## src/verilog/gmii_udp_tx_pkg.sv

```systemverilog
`default_nettype none

package gmii_udp_tx_pkg;

	//--------------------------------------------------------------------------
	// Header fields
	//--------------------------------------------------------------------------
	localparam logic [47:0] SRC_MAC      = 48'h00_23_45_67_89_01;	// Last byte + station_id
	localparam logic [47:0] DST_MAC      = 48'h00_23_45_67_89_02;	// Last byte - station_id
	localparam logic [15:0] ETH_TYPE     = 16'h0800;	// IPv4
	localparam logic [15:0] IP_VER_TOS   = 16'h4500;	// v4, 20 byte header, TOS 0
	localparam logic [15:0] IP_TOTAL_LEN = 16'd1312;	// 20 + 8 + 4 + 1280
	localparam logic [15:0] IP_IDEN      = 16'h0000;
	localparam logic [15:0] IP_FLAGS     = 16'h4000;	// Don't fragment
	localparam logic [7:0]  IP_TTL       = 8'h40;
	localparam logic [7:0]  IP_PROTO     = 8'h11;	// UDP
	localparam logic [31:0] IP_SRC_ADDR  = {8'd192, 8'd168, 8'd0, 8'd1};
	localparam logic [31:0] IP_DST_ADDR  = {8'd192, 8'd168, 8'd0, 8'd2};
	localparam logic [15:0] UDP_SRC_PORT = 16'd12344;
	localparam logic [15:0] UDP_DST_PORT = 16'd12345;
	localparam logic [15:0] UDP_LEN      = 16'd1292;	// 8 + 4 + 1280

	//--------------------------------------------------------------------------
	// Frame layout, in bytes or cycles
	//--------------------------------------------------------------------------
	localparam int PREAMBLE_BYTES  = 7;	// 0x55, SFD comes after
	localparam int HEADER_BYTES    = 42;	// Eth 14, IP 20, UDP 8
	localparam int COORD_BYTES     = 4;
	localparam int PAYLOAD_BYTES   = 1280;	// 640 pixel words
	localparam int FCS_BYTES       = 4;
	localparam int IFG_CYCLES      = 12;
	localparam int FRAMES_PER_LINE = 2;

	localparam logic [31:0] CRC_INIT = 32'hFFFF_FFFF;
	localparam logic [31:0] CRC_POLY = 32'hEDB8_8320;	// 802.3 poly, reflected

	// Sequencer FSM encoding
	localparam logic [2:0] ST_IDLE     = 3'd0;
	localparam logic [2:0] ST_PREAMBLE = 3'd1;
	localparam logic [2:0] ST_SFD      = 3'd2;
	localparam logic [2:0] ST_HEADER   = 3'd3;
	localparam logic [2:0] ST_COORD    = 3'd4;
	localparam logic [2:0] ST_PAYLOAD  = 3'd5;
	localparam logic [2:0] ST_FCS_WAIT = 3'd6;
	localparam logic [2:0] ST_GAP      = 3'd7;

	// First word of a line
	typedef struct packed {
		logic [15:0] line_y;
		logic [15:0] line_x;
		logic [15:0] spare;
	} coord_word_t;

	// Pixel words, YUV and raw lanes side by side
	typedef struct packed {
		logic [7:0]  luma;
		logic [7:0]  chroma;
		logic [7:0]  green;
		logic [7:0]  red;
		logic [15:0] spare;
	} pixel_word_t;

	typedef union packed {
		coord_word_t coord;
		pixel_word_t pixel;
	} fifo_word_u;

	typedef struct packed {
		logic [7:0] data;
		logic       valid;
		logic       sfd;	// Start frame delimiter
		logic       last_body;	// FCS follows this byte
	} tx_byte_t;

	typedef logic [5:0] hdr_index_t;

endpackage

`default_nettype wire

```

## src/verilog/fifo_word_decode.sv

```systemverilog
`timescale 1ns/100ps
`default_nettype none

module fifo_word_decode (
	input  gmii_udp_tx_pkg::fifo_word_u fifo_dout,	// Head of show-ahead FIFO
	input  logic                        mode,	// 0 YUV422, 1 raw
	input  logic [2:0]                  byte_sel,	// 0..3 coord, 4..5 pixel
	output logic [7:0]                  payload_byte
);

	//--------------------------------------------------------------------------
	// Byte select over both views of the word
	//--------------------------------------------------------------------------
	always_comb begin
		case (byte_sel)
			// Coordinates, Y first, network order
			3'd0: payload_byte = fifo_dout.coord.line_y[15:8];
			3'd1: payload_byte = fifo_dout.coord.line_y[7:0];
			3'd2: payload_byte = fifo_dout.coord.line_x[15:8];
			3'd3: payload_byte = fifo_dout.coord.line_x[7:0];
			// First pixel byte
			3'd4: begin
				if (mode)
					payload_byte = fifo_dout.pixel.green;
				else
					payload_byte = fifo_dout.pixel.luma;
			end
			// Second pixel byte
			3'd5: begin
				if (mode)
					payload_byte = fifo_dout.pixel.red;
				else
					payload_byte = fifo_dout.pixel.chroma;	// Cb or Cr, alternating
			end
			default: payload_byte = 8'h00;
		endcase
	end

endmodule

`default_nettype wire

```

## src/verilog/ip_header_gen.sv

```systemverilog
`timescale 1ns/100ps
`default_nettype none

module ip_header_gen (
	input  logic                        fifo_clk,
	input  logic                        sys_rst,
	input  logic                        frame_start,	// One cycle, from sequencer
	input  logic                        station_id,
	input  gmii_udp_tx_pkg::hdr_index_t hdr_index,
	output logic [7:0]                  hdr_byte
);
	import gmii_udp_tx_pkg::*;

	logic                      id_q;	// Station id for this frame
	logic [15:0]               ip_csum_q;
	logic [31:0]               src_ip_now;
	logic [31:0]               dst_ip_now;
	logic [19:0]               csum_sum;	// Room for nine carries
	logic [16:0]               csum_fold1;
	logic [15:0]               csum_fold2;
	logic [31:0]               src_ip;
	logic [31:0]               dst_ip;
	logic [HEADER_BYTES*8-1:0] hdr_vec;	// Byte 0 in the top bits

	//--------------------------------------------------------------------------
	// IPv4 checksum for the station id at frame start
	//--------------------------------------------------------------------------
	assign src_ip_now = {IP_SRC_ADDR[31:8], IP_SRC_ADDR[7:0] + {7'd0, station_id}};
	assign dst_ip_now = {IP_DST_ADDR[31:8], IP_DST_ADDR[7:0] - {7'd0, station_id}};

	// Checksum field itself counts as zero
	assign csum_sum = {4'd0, IP_VER_TOS} + {4'd0, IP_TOTAL_LEN} + {4'd0, IP_IDEN} +
		{4'd0, IP_FLAGS} + {4'd0, IP_TTL, IP_PROTO} +
		{4'd0, src_ip_now[31:16]} + {4'd0, src_ip_now[15:0]} +
		{4'd0, dst_ip_now[31:16]} + {4'd0, dst_ip_now[15:0]};

	// Fold twice, the first fold can carry again
	assign csum_fold1 = {1'b0, csum_sum[15:0]} + {13'd0, csum_sum[19:16]};
	assign csum_fold2 = csum_fold1[15:0] + {15'd0, csum_fold1[16]};

	always_ff @(posedge fifo_clk) begin
		if (sys_rst) begin
			id_q      <= 1'b0;
			ip_csum_q <= 16'h0000;
		end else if (frame_start) begin
			id_q      <= station_id;
			ip_csum_q <= ~csum_fold2;	// One's complement of the sum
		end
	end

	//--------------------------------------------------------------------------
	// Header bytes
	//--------------------------------------------------------------------------
	assign src_ip = {IP_SRC_ADDR[31:8], IP_SRC_ADDR[7:0] + {7'd0, id_q}};
	assign dst_ip = {IP_DST_ADDR[31:8], IP_DST_ADDR[7:0] - {7'd0, id_q}};

	assign hdr_vec = {
		DST_MAC[47:8], DST_MAC[7:0] - {7'd0, id_q},	// Ethernet, 14 bytes
		SRC_MAC[47:8], SRC_MAC[7:0] + {7'd0, id_q},
		ETH_TYPE,
		IP_VER_TOS, IP_TOTAL_LEN, IP_IDEN, IP_FLAGS,	// IPv4, 20 bytes
		IP_TTL, IP_PROTO, ip_csum_q,
		src_ip, dst_ip,
		UDP_SRC_PORT, UDP_DST_PORT, UDP_LEN,	// UDP, 8 bytes
		16'h0000	// No UDP checksum
	};

	always_comb begin
		hdr_byte = 8'h00;
		if (hdr_index < HEADER_BYTES)
			hdr_byte = hdr_vec[(HEADER_BYTES - 1 - hdr_index) * 8 +: 8];
	end

endmodule

`default_nettype wire

```

## src/verilog/frame_sequencer.sv

```systemverilog
`timescale 1ns/100ps
`default_nettype none

module frame_sequencer (
	input  logic                        fifo_clk,
	input  logic                        sys_rst,
	input  logic                        fifo_empty,
	input  logic                        fifo_wr_en,	// Line writer strobe
	output logic                        fifo_rd_en,	// Pop, one per word
	output logic                        frame_start,
	output gmii_udp_tx_pkg::hdr_index_t hdr_index,
	input  logic [7:0]                  hdr_byte,
	output logic [2:0]                  byte_sel,
	input  logic [7:0]                  payload_byte,
	output gmii_udp_tx_pkg::tx_byte_t   body_byte	// Registered, no stall
);
	import gmii_udp_tx_pkg::*;

	logic [2:0]  state;
	logic [10:0] count;	// Byte index inside the state
	logic        wr_en_q;
	logic        wr_en_fall;
	logic        send_en;
	logic [1:0]  frame_cnt;	// Frames started since the line

	//--------------------------------------------------------------------------
	// Two-frame enable per line write
	//--------------------------------------------------------------------------
	assign wr_en_fall  = wr_en_q & ~fifo_wr_en;
	assign frame_start = (state == ST_IDLE) & send_en & ~fifo_empty;

	always_ff @(posedge fifo_clk) begin
		if (sys_rst) begin
			wr_en_q   <= 1'b0;
			send_en   <= 1'b0;
			frame_cnt <= 2'd0;
		end else begin
			wr_en_q <= fifo_wr_en;
			if (frame_start) begin
				if (frame_cnt == 2'(FRAMES_PER_LINE - 1)) begin
					send_en   <= 1'b0;	// Last frame of this line
					frame_cnt <= 2'd0;
				end else begin
					frame_cnt <= frame_cnt + 2'd1;
				end
			end
			// A new line re-arms, wins over the count
			if (wr_en_fall) begin
				send_en   <= 1'b1;
				frame_cnt <= 2'd0;
			end
		end
	end

	//--------------------------------------------------------------------------
	// Lookups and pops, all from the current state
	//--------------------------------------------------------------------------
	assign hdr_index = count[5:0];
	assign byte_sel  = (state == ST_PAYLOAD) ? {2'b10, count[0]} : count[2:0];

	// Coord word goes after its last byte, pixel words after the second byte
	assign fifo_rd_en = ((state == ST_COORD) & (count == 11'(COORD_BYTES - 1))) |
		((state == ST_PAYLOAD) & count[0]);

	//--------------------------------------------------------------------------
	// Frame FSM
	//--------------------------------------------------------------------------
	always_ff @(posedge fifo_clk) begin
		if (sys_rst) begin
			state     <= ST_IDLE;
			count     <= 11'd0;
			body_byte <= '0;
		end else begin
			body_byte <= '0;	// Invalid unless a state sends
			count     <= count + 11'd1;
			case (state)
				ST_IDLE: begin
					count <= 11'd1;	// Preamble byte 0 leaves from here
					if (frame_start) begin
						body_byte.data  <= 8'h55;
						body_byte.valid <= 1'b1;
						state           <= ST_PREAMBLE;
					end
				end
				ST_PREAMBLE: begin
					body_byte.data  <= 8'h55;
					body_byte.valid <= 1'b1;
					if (count == 11'(PREAMBLE_BYTES - 1))
						state <= ST_SFD;
				end
				ST_SFD: begin
					body_byte.data  <= 8'hD5;
					body_byte.valid <= 1'b1;
					body_byte.sfd   <= 1'b1;	// CRC starts after this
					state           <= ST_HEADER;
					count           <= 11'd0;
				end
				ST_HEADER: begin
					body_byte.data  <= hdr_byte;
					body_byte.valid <= 1'b1;
					if (count == 11'(HEADER_BYTES - 1)) begin
						state <= ST_COORD;
						count <= 11'd0;
					end
				end
				ST_COORD: begin
					body_byte.data  <= payload_byte;
					body_byte.valid <= 1'b1;
					if (count == 11'(COORD_BYTES - 1)) begin
						state <= ST_PAYLOAD;
						count <= 11'd0;
					end
				end
				ST_PAYLOAD: begin
					body_byte.data  <= payload_byte;
					body_byte.valid <= 1'b1;
					if (count == 11'(PAYLOAD_BYTES - 1)) begin
						body_byte.last_body <= 1'b1;
						state               <= ST_FCS_WAIT;
						count               <= 11'd0;
					end
				end
				// fcs_append owns the line for four cycles
				ST_FCS_WAIT: begin
					if (count == 11'(FCS_BYTES - 1)) begin
						state <= ST_GAP;
						count <= 11'd0;
					end
				end
				ST_GAP: begin
					if (count == 11'(IFG_CYCLES - 1)) begin
						state <= ST_IDLE;
						count <= 11'd0;
					end
				end
				default: state <= ST_IDLE;
			endcase
		end
	end

endmodule

`default_nettype wire

```

## src/verilog/fcs_append.sv

```systemverilog
`timescale 1ns/100ps
`default_nettype none

module fcs_append (
	input  logic                      fifo_clk,
	input  logic                      sys_rst,
	input  gmii_udp_tx_pkg::tx_byte_t body_byte,
	output logic                      tx_en,
	output logic [7:0]                txd
);
	import gmii_udp_tx_pkg::*;

	logic [31:0] crc;
	logic [31:0] crc_nxt;
	logic [31:0] fcs_word;
	logic        fcs_busy;	// Sending the four FCS bytes
	logic [1:0]  fcs_cnt;

	// Bytewise CRC-32, LSB first as on the wire
	function automatic logic [31:0] crc32_byte(input logic [31:0] crc_in,
		input logic [7:0] data);
		logic [31:0] c;
		c = crc_in;
		for (int i = 0; i < 8; i++) begin
			if (c[0] ^ data[i])
				c = (c >> 1) ^ CRC_POLY;
			else
				c = c >> 1;
		end
		return c;
	endfunction

	assign crc_nxt  = crc32_byte(crc, body_byte.data);
	assign fcs_word = ~crc;	// Reflected form, low byte goes out first

	//--------------------------------------------------------------------------
	// CRC over the body, restarted on SFD
	//--------------------------------------------------------------------------
	always_ff @(posedge fifo_clk) begin
		if (body_byte.valid) begin
			if (body_byte.sfd)
				crc <= CRC_INIT;
			else
				crc <= crc_nxt;
		end
	end

	//--------------------------------------------------------------------------
	// GMII output register
	//--------------------------------------------------------------------------
	always_ff @(posedge fifo_clk) begin
		if (sys_rst) begin
			tx_en    <= 1'b0;
			txd      <= 8'h00;
			fcs_busy <= 1'b0;
			fcs_cnt  <= 2'd0;
		end else begin
			if (fcs_busy) begin
				tx_en   <= 1'b1;
				txd     <= fcs_word[{fcs_cnt, 3'b000} +: 8];
				fcs_cnt <= fcs_cnt + 2'd1;
				if (fcs_cnt == 2'(FCS_BYTES - 1))
					fcs_busy <= 1'b0;
			end else begin
				tx_en <= body_byte.valid;
				txd   <= body_byte.valid ? body_byte.data : 8'h00;	// Idle low
			end
			if (body_byte.valid & body_byte.last_body) begin
				fcs_busy <= 1'b1;	// CRC is complete next cycle
				fcs_cnt  <= 2'd0;
			end
		end
	end

endmodule

`default_nettype wire

```

## src/verilog/gmii_udp_tx.sv

```systemverilog
`timescale 1ns/100ps
`default_nettype none

module gmii_udp_tx (
	input  logic                        fifo_clk,
	input  logic                        sys_rst,
	input  logic                        station_id,	// Address offset
	input  logic                        mode,	// 0 YUV422, 1 raw
	input  gmii_udp_tx_pkg::fifo_word_u fifo_dout,
	input  logic                        fifo_empty,
	input  logic                        fifo_wr_en,
	output logic                        fifo_rd_en,
	output logic                        tx_en,
	output logic [7:0]                  txd
);
	import gmii_udp_tx_pkg::*;

	hdr_index_t hdr_index;
	logic [7:0] hdr_byte;
	logic [2:0] byte_sel;
	logic [7:0] payload_byte;
	logic       frame_start;
	tx_byte_t   body_byte;	// Sequencer to FCS stage

	fifo_word_decode fifo_word_decode_inst (.fifo_dout, .mode, .byte_sel, .payload_byte);

	ip_header_gen ip_header_gen_inst (.fifo_clk, .sys_rst, .frame_start, .station_id,
		.hdr_index, .hdr_byte);

	frame_sequencer frame_sequencer_inst (.fifo_clk, .sys_rst, .fifo_empty, .fifo_wr_en,
		.fifo_rd_en, .frame_start, .hdr_index, .hdr_byte, .byte_sel, .payload_byte,
		.body_byte);

	fcs_append fcs_append_inst (.fifo_clk, .sys_rst, .body_byte, .tx_en, .txd);

endmodule

`default_nettype wire

```

## config.mk

```make
export PLATFORM = sky130hd
export DESIGN_NAME = gmii_udp_tx
export DESIGN_NICKNAME = d
export VERILOG_FILES = /design/src/verilog/gmii_udp_tx_pkg.sv /design/src/verilog/fifo_word_decode.sv /design/src/verilog/ip_header_gen.sv /design/src/verilog/frame_sequencer.sv /design/src/verilog/fcs_append.sv /design/src/verilog/gmii_udp_tx.sv
export SDC_FILE = /design/constraint.sdc
export NUM_CORES = 1
export LEC_CHECK = 0
export ABC_CLOCK_PERIOD_IN_PS = 4600
export BUFFER_PORTS_ARGS = -buffer_cell sky130_fd_sc_hd__buf_2
export CAP_MARGIN = 20
export CELL_PAD_IN_SITES_DETAIL_PLACEMENT = 1
export CELL_PAD_IN_SITES_GLOBAL_PLACEMENT = 1
export CORE_MARGIN = 2
export CORE_UTILIZATION = 45
export DETAILED_ROUTE_END_ITERATION = 6
export PLACE_DENSITY = 0.77
export SLEW_MARGIN = 20
export SYNTH_ARGS = -nofsm -noshare
export SYNTH_HDL_FRONTEND = slang
export SYNTH_SLANG_ARGS = --single-unit
```

## constraint.sdc

```tcl
create_clock -name fifo_clk -period 4.6 [get_ports fifo_clk]
set_clock_uncertainty 0.1 [all_clocks]
set_input_delay 0.23 -clock fifo_clk [delete_from_list [all_inputs] [get_ports fifo_clk]]
set_output_delay 0.23 -clock fifo_clk [all_outputs]
set_load 0.01 [all_outputs]
```

==> results.ini <==
[clocking]
cts_sinks=75
clockRootBuffer=clkbuf_8
numCtsBuffers=9
post_cts_hold_buffer_count=1
clk-insertion-delay-late_ns=0.37
clockBufferDepth=2
cts-resized-gates=0
cts_setup_buffers=0
h-tree-depth=3
clkSlewWorstSetupHoldPaths_ns=0.08
tritoncts=built

[min_path]
hold_path.class=input pin to register
hold_path_depth=3
hp-start=station_id
holdPathEnd=ip_header_gen_inst.id_q$_SDFFE_PP0P_

[setup_path]
r2r_start=frame_sequencer_inst.count[2]$_SDFF_PP0_
required_ns=4.80
rr_worst_depth=8
critPathTopFamily=flip-flops
cp_data_arrival_time_ns=3.24
cp_slowest_stage_delay_ns=0.70
path_class=register to register
start_kind=register
path_cells=inv_1 > ha_1 > and2b_1 > nor2_1 > xnor2_1 > nand3_1 > a221o_1 > a21oi_1
crit_fanout=16
r2r_setup_slack_ns=1.55
critPathSlowestCell=dfxtp_1
end_kind=register
timing.rr.end=frame_sequencer_inst.body_byte[6]$_SDFF_PP0_
critPathBufInv=1
path_depth=8

[finish]
diodes=0
final_util_pct=51.1
final_common_cell=xnor2_1
mostFrequentLayoutCells=xnor2_1, nor2_1, buf_2
n_fill_cell=1237
final_net_count=594
drive_gt1_share_pct=17.4
syn_to_final_growth_pct=11.0
finalNonFillerCells=679

[synthesis]
mappedNetlistArea_um2=4990
synth_cell_types=64
synth_seq_cells=75
yosysSeqAreaShare_pct=36.5
yosys.area.top_type=edfxtp_1
synth_nets=563
synth_ff_type=dfxtp_1
synth_edf_count=32
avgSynthCellArea_um2=9.92
netlist_instances=503
yosys-top-cells-area=edfxtp_1, dfxtp_1, xnor2_1
yosysWarnings=0
yosys.area.top_type_share_pct=19.3
async_flop_share_pct=0

[power_and_ir_drop]
power_density_nw_per_um2=288
leakage_nw=2.00
ir_worst_vdd_uv=186

[timing]
fin_crit_ns=3.05
rsz0062_at_grt=no
finalSetupTns_ns=0
finalCritPeriodShare_pct=66.3
drv_slew=0
max_freq_ghz=0.328
hold_viol=0
finalSetupViolations=0
relSlewSlack_pct=37.6
tightest_slew_ns=0.934

[placement]
dp_hpwl_mm=9.02
routabilityCongestion=0.834
dp.cells=662
portBuffers=47

[detailed_routing]
drcViolationCount=0
drtPass1Iterations=4
dr_total_vias=3867
post_drt_wl_per_cell_um=18.7
routed_wl_mm=12.7
avgViaCountPerCell=5.70
ant_nets=0
drtIter0Drc=152

[run_status]
outcome=completed

[global_routing]
grt_max_degree=35
grt_pass1_vias=3865
antenna_found_initial=0
grt_pass1_wl_mm=20.1
grt_usage_pct=22.4
overflow=0

[die]
fp.dieArea_um2=11900
fp.dieW_um=109
io_pins=64
rows=38
start_util_pct=46.0
core_area_um2=10800
die_y_um=109

[job]
drv_cap=0

==> sequential cells by signal, summed over array words and instances (netlist names) <==
| register | cells |
|---|---|
| fcs_append_inst.crc | 32 |
| frame_sequencer_inst.wr_en_q | 1 |
| frame_sequencer_inst.count | 11 |
| frame_sequencer_inst.frame_cnt | 2 |
| fcs_append_inst.fcs_busy | 1 |
| frame_sequencer_inst.body_byte | 11 |
| frame_sequencer_inst.send_en | 1 |
| fcs_append_inst.txd | 8 |
| fcs_append_inst.fcs_cnt | 2 |
| frame_sequencer_inst.state | 3 |
| ip_header_gen_inst.ip_csum_q | 1 |
| fcs_append_inst.tx_en | 1 |
| ip_header_gen_inst.id_q | 1 |
==> cell usage after synthesis, types with 4 or more instances <==
master and count:
xor2_1 29, nor3_1 9, mux4_2 8, nand2b_1 40, o22ai_1 13, xnor2_2 8, nand3b_1 4, nand3_1 13
xnor2_1 49, xnor2_4 7, buf_1 4, mux2i_1 18, a211oi_1 9, nand2_1 26, a21oi_1 18, ha_1 6
buf_2 7, nor4_1 4, nor2b_1 5, o21ai_0 13, a31oi_1 10, a21o_1 4, inv_1 7, clkbuf_1 18
nor2_1 47, edfxtp_1 32, dfxtp_1 43
==> layout make-up <==
cell class	instances	area, µm²	area share [%]
Clock buffer	14	206	3.73
Clock inverter	2	35.0	0.633
Inverter	7	26.3	0.475
Multi-Input combinational cell	390	3000	54.3
Sequential cell	75	1820	32.9
Tap cell	140	175	3.16
Timing Repair Buffer	51	268	4.84
==> where the power goes <==
part,internal [mW],leakage (nW),total [mW],switching (mW)
combinational,0.119,1.24,0.254,0.135
sequential,0.723,0.638,0.738,0.0147
clock,0.349,0.122,0.602,0.253
==> worst min-delay path, stage by stage <==
cell and delay [ns]:
buf_2 0.09, mux2i_1 0.07, nor2_1 0.08
==> kinds of logic after synthesis <==
| logic type | count (synthesis) | share of synthesized area, % |
|---|---|---|
| xor+xnor | 94 | 20.7 |
| mux | 27 | 7.52 |
| fa+ha+maj | 6 | 1.50 |
| simple gates | 165 | 17.1 |
| flops | 75 | 36.5 |
| buf+inv | 38 | 3.26 |
| compound gates | 98 | 13.3 |
==> metrics by stage <==
step	hold slack [ns]	setup slack (ns)	power, mW	cell area [µm²]
2_1_floorplan	0.202	2.10	0.941	4990
3_5_place_dp	0.367	1.61	1.00	5290
4_1_cts	0.00583	1.61	1.61	5540
6_report	0.0309	1.55	1.59	5540
3_3_place_gp	0.360	1.69	0.991	5290
5_1_grt	0.0679	1.32	1.66	5540
==> routing by layer <==
metal	up-vias	part of all wire (%)	global-route usage, %
met1	1907	46	30.1
li1	1852	-	-
met5	-	0	0
met4	0	1.3	7.50
met3	11	5.2	3.85
met2	97	47	36.6
==> worst max path at each step <==
| stage | from | end |
|---|---|---|
| finish | frame_sequencer_inst.count[2]$_SDFF_PP0_ | frame_sequencer_inst.body_byte[6]$_SDFF_PP0_ |
| global route | frame_sequencer_inst.count[2]$_SDFF_PP0_ | frame_sequencer_inst.body_byte[6]$_SDFF_PP0_ |
| CTS | frame_sequencer_inst.count[2]$_SDFF_PP0_ | frame_sequencer_inst.body_byte[6]$_SDFF_PP0_ |
| detailed placement | frame_sequencer_inst.count[2]$_SDFF_PP0_ | frame_sequencer_inst.body_byte[6]$_SDFF_PP0_ |
| global placement | frame_sequencer_inst.count[2]$_SDFF_PP0_ | frame_sequencer_inst.body_byte[6]$_SDFF_PP0_ |
| floorplan | frame_sequencer_inst.count[1]$_SDFF_PP0_ | frame_sequencer_inst.body_byte[6]$_SDFF_PP0_ |
Note: power is estimated with default switching activity, not from simulation.
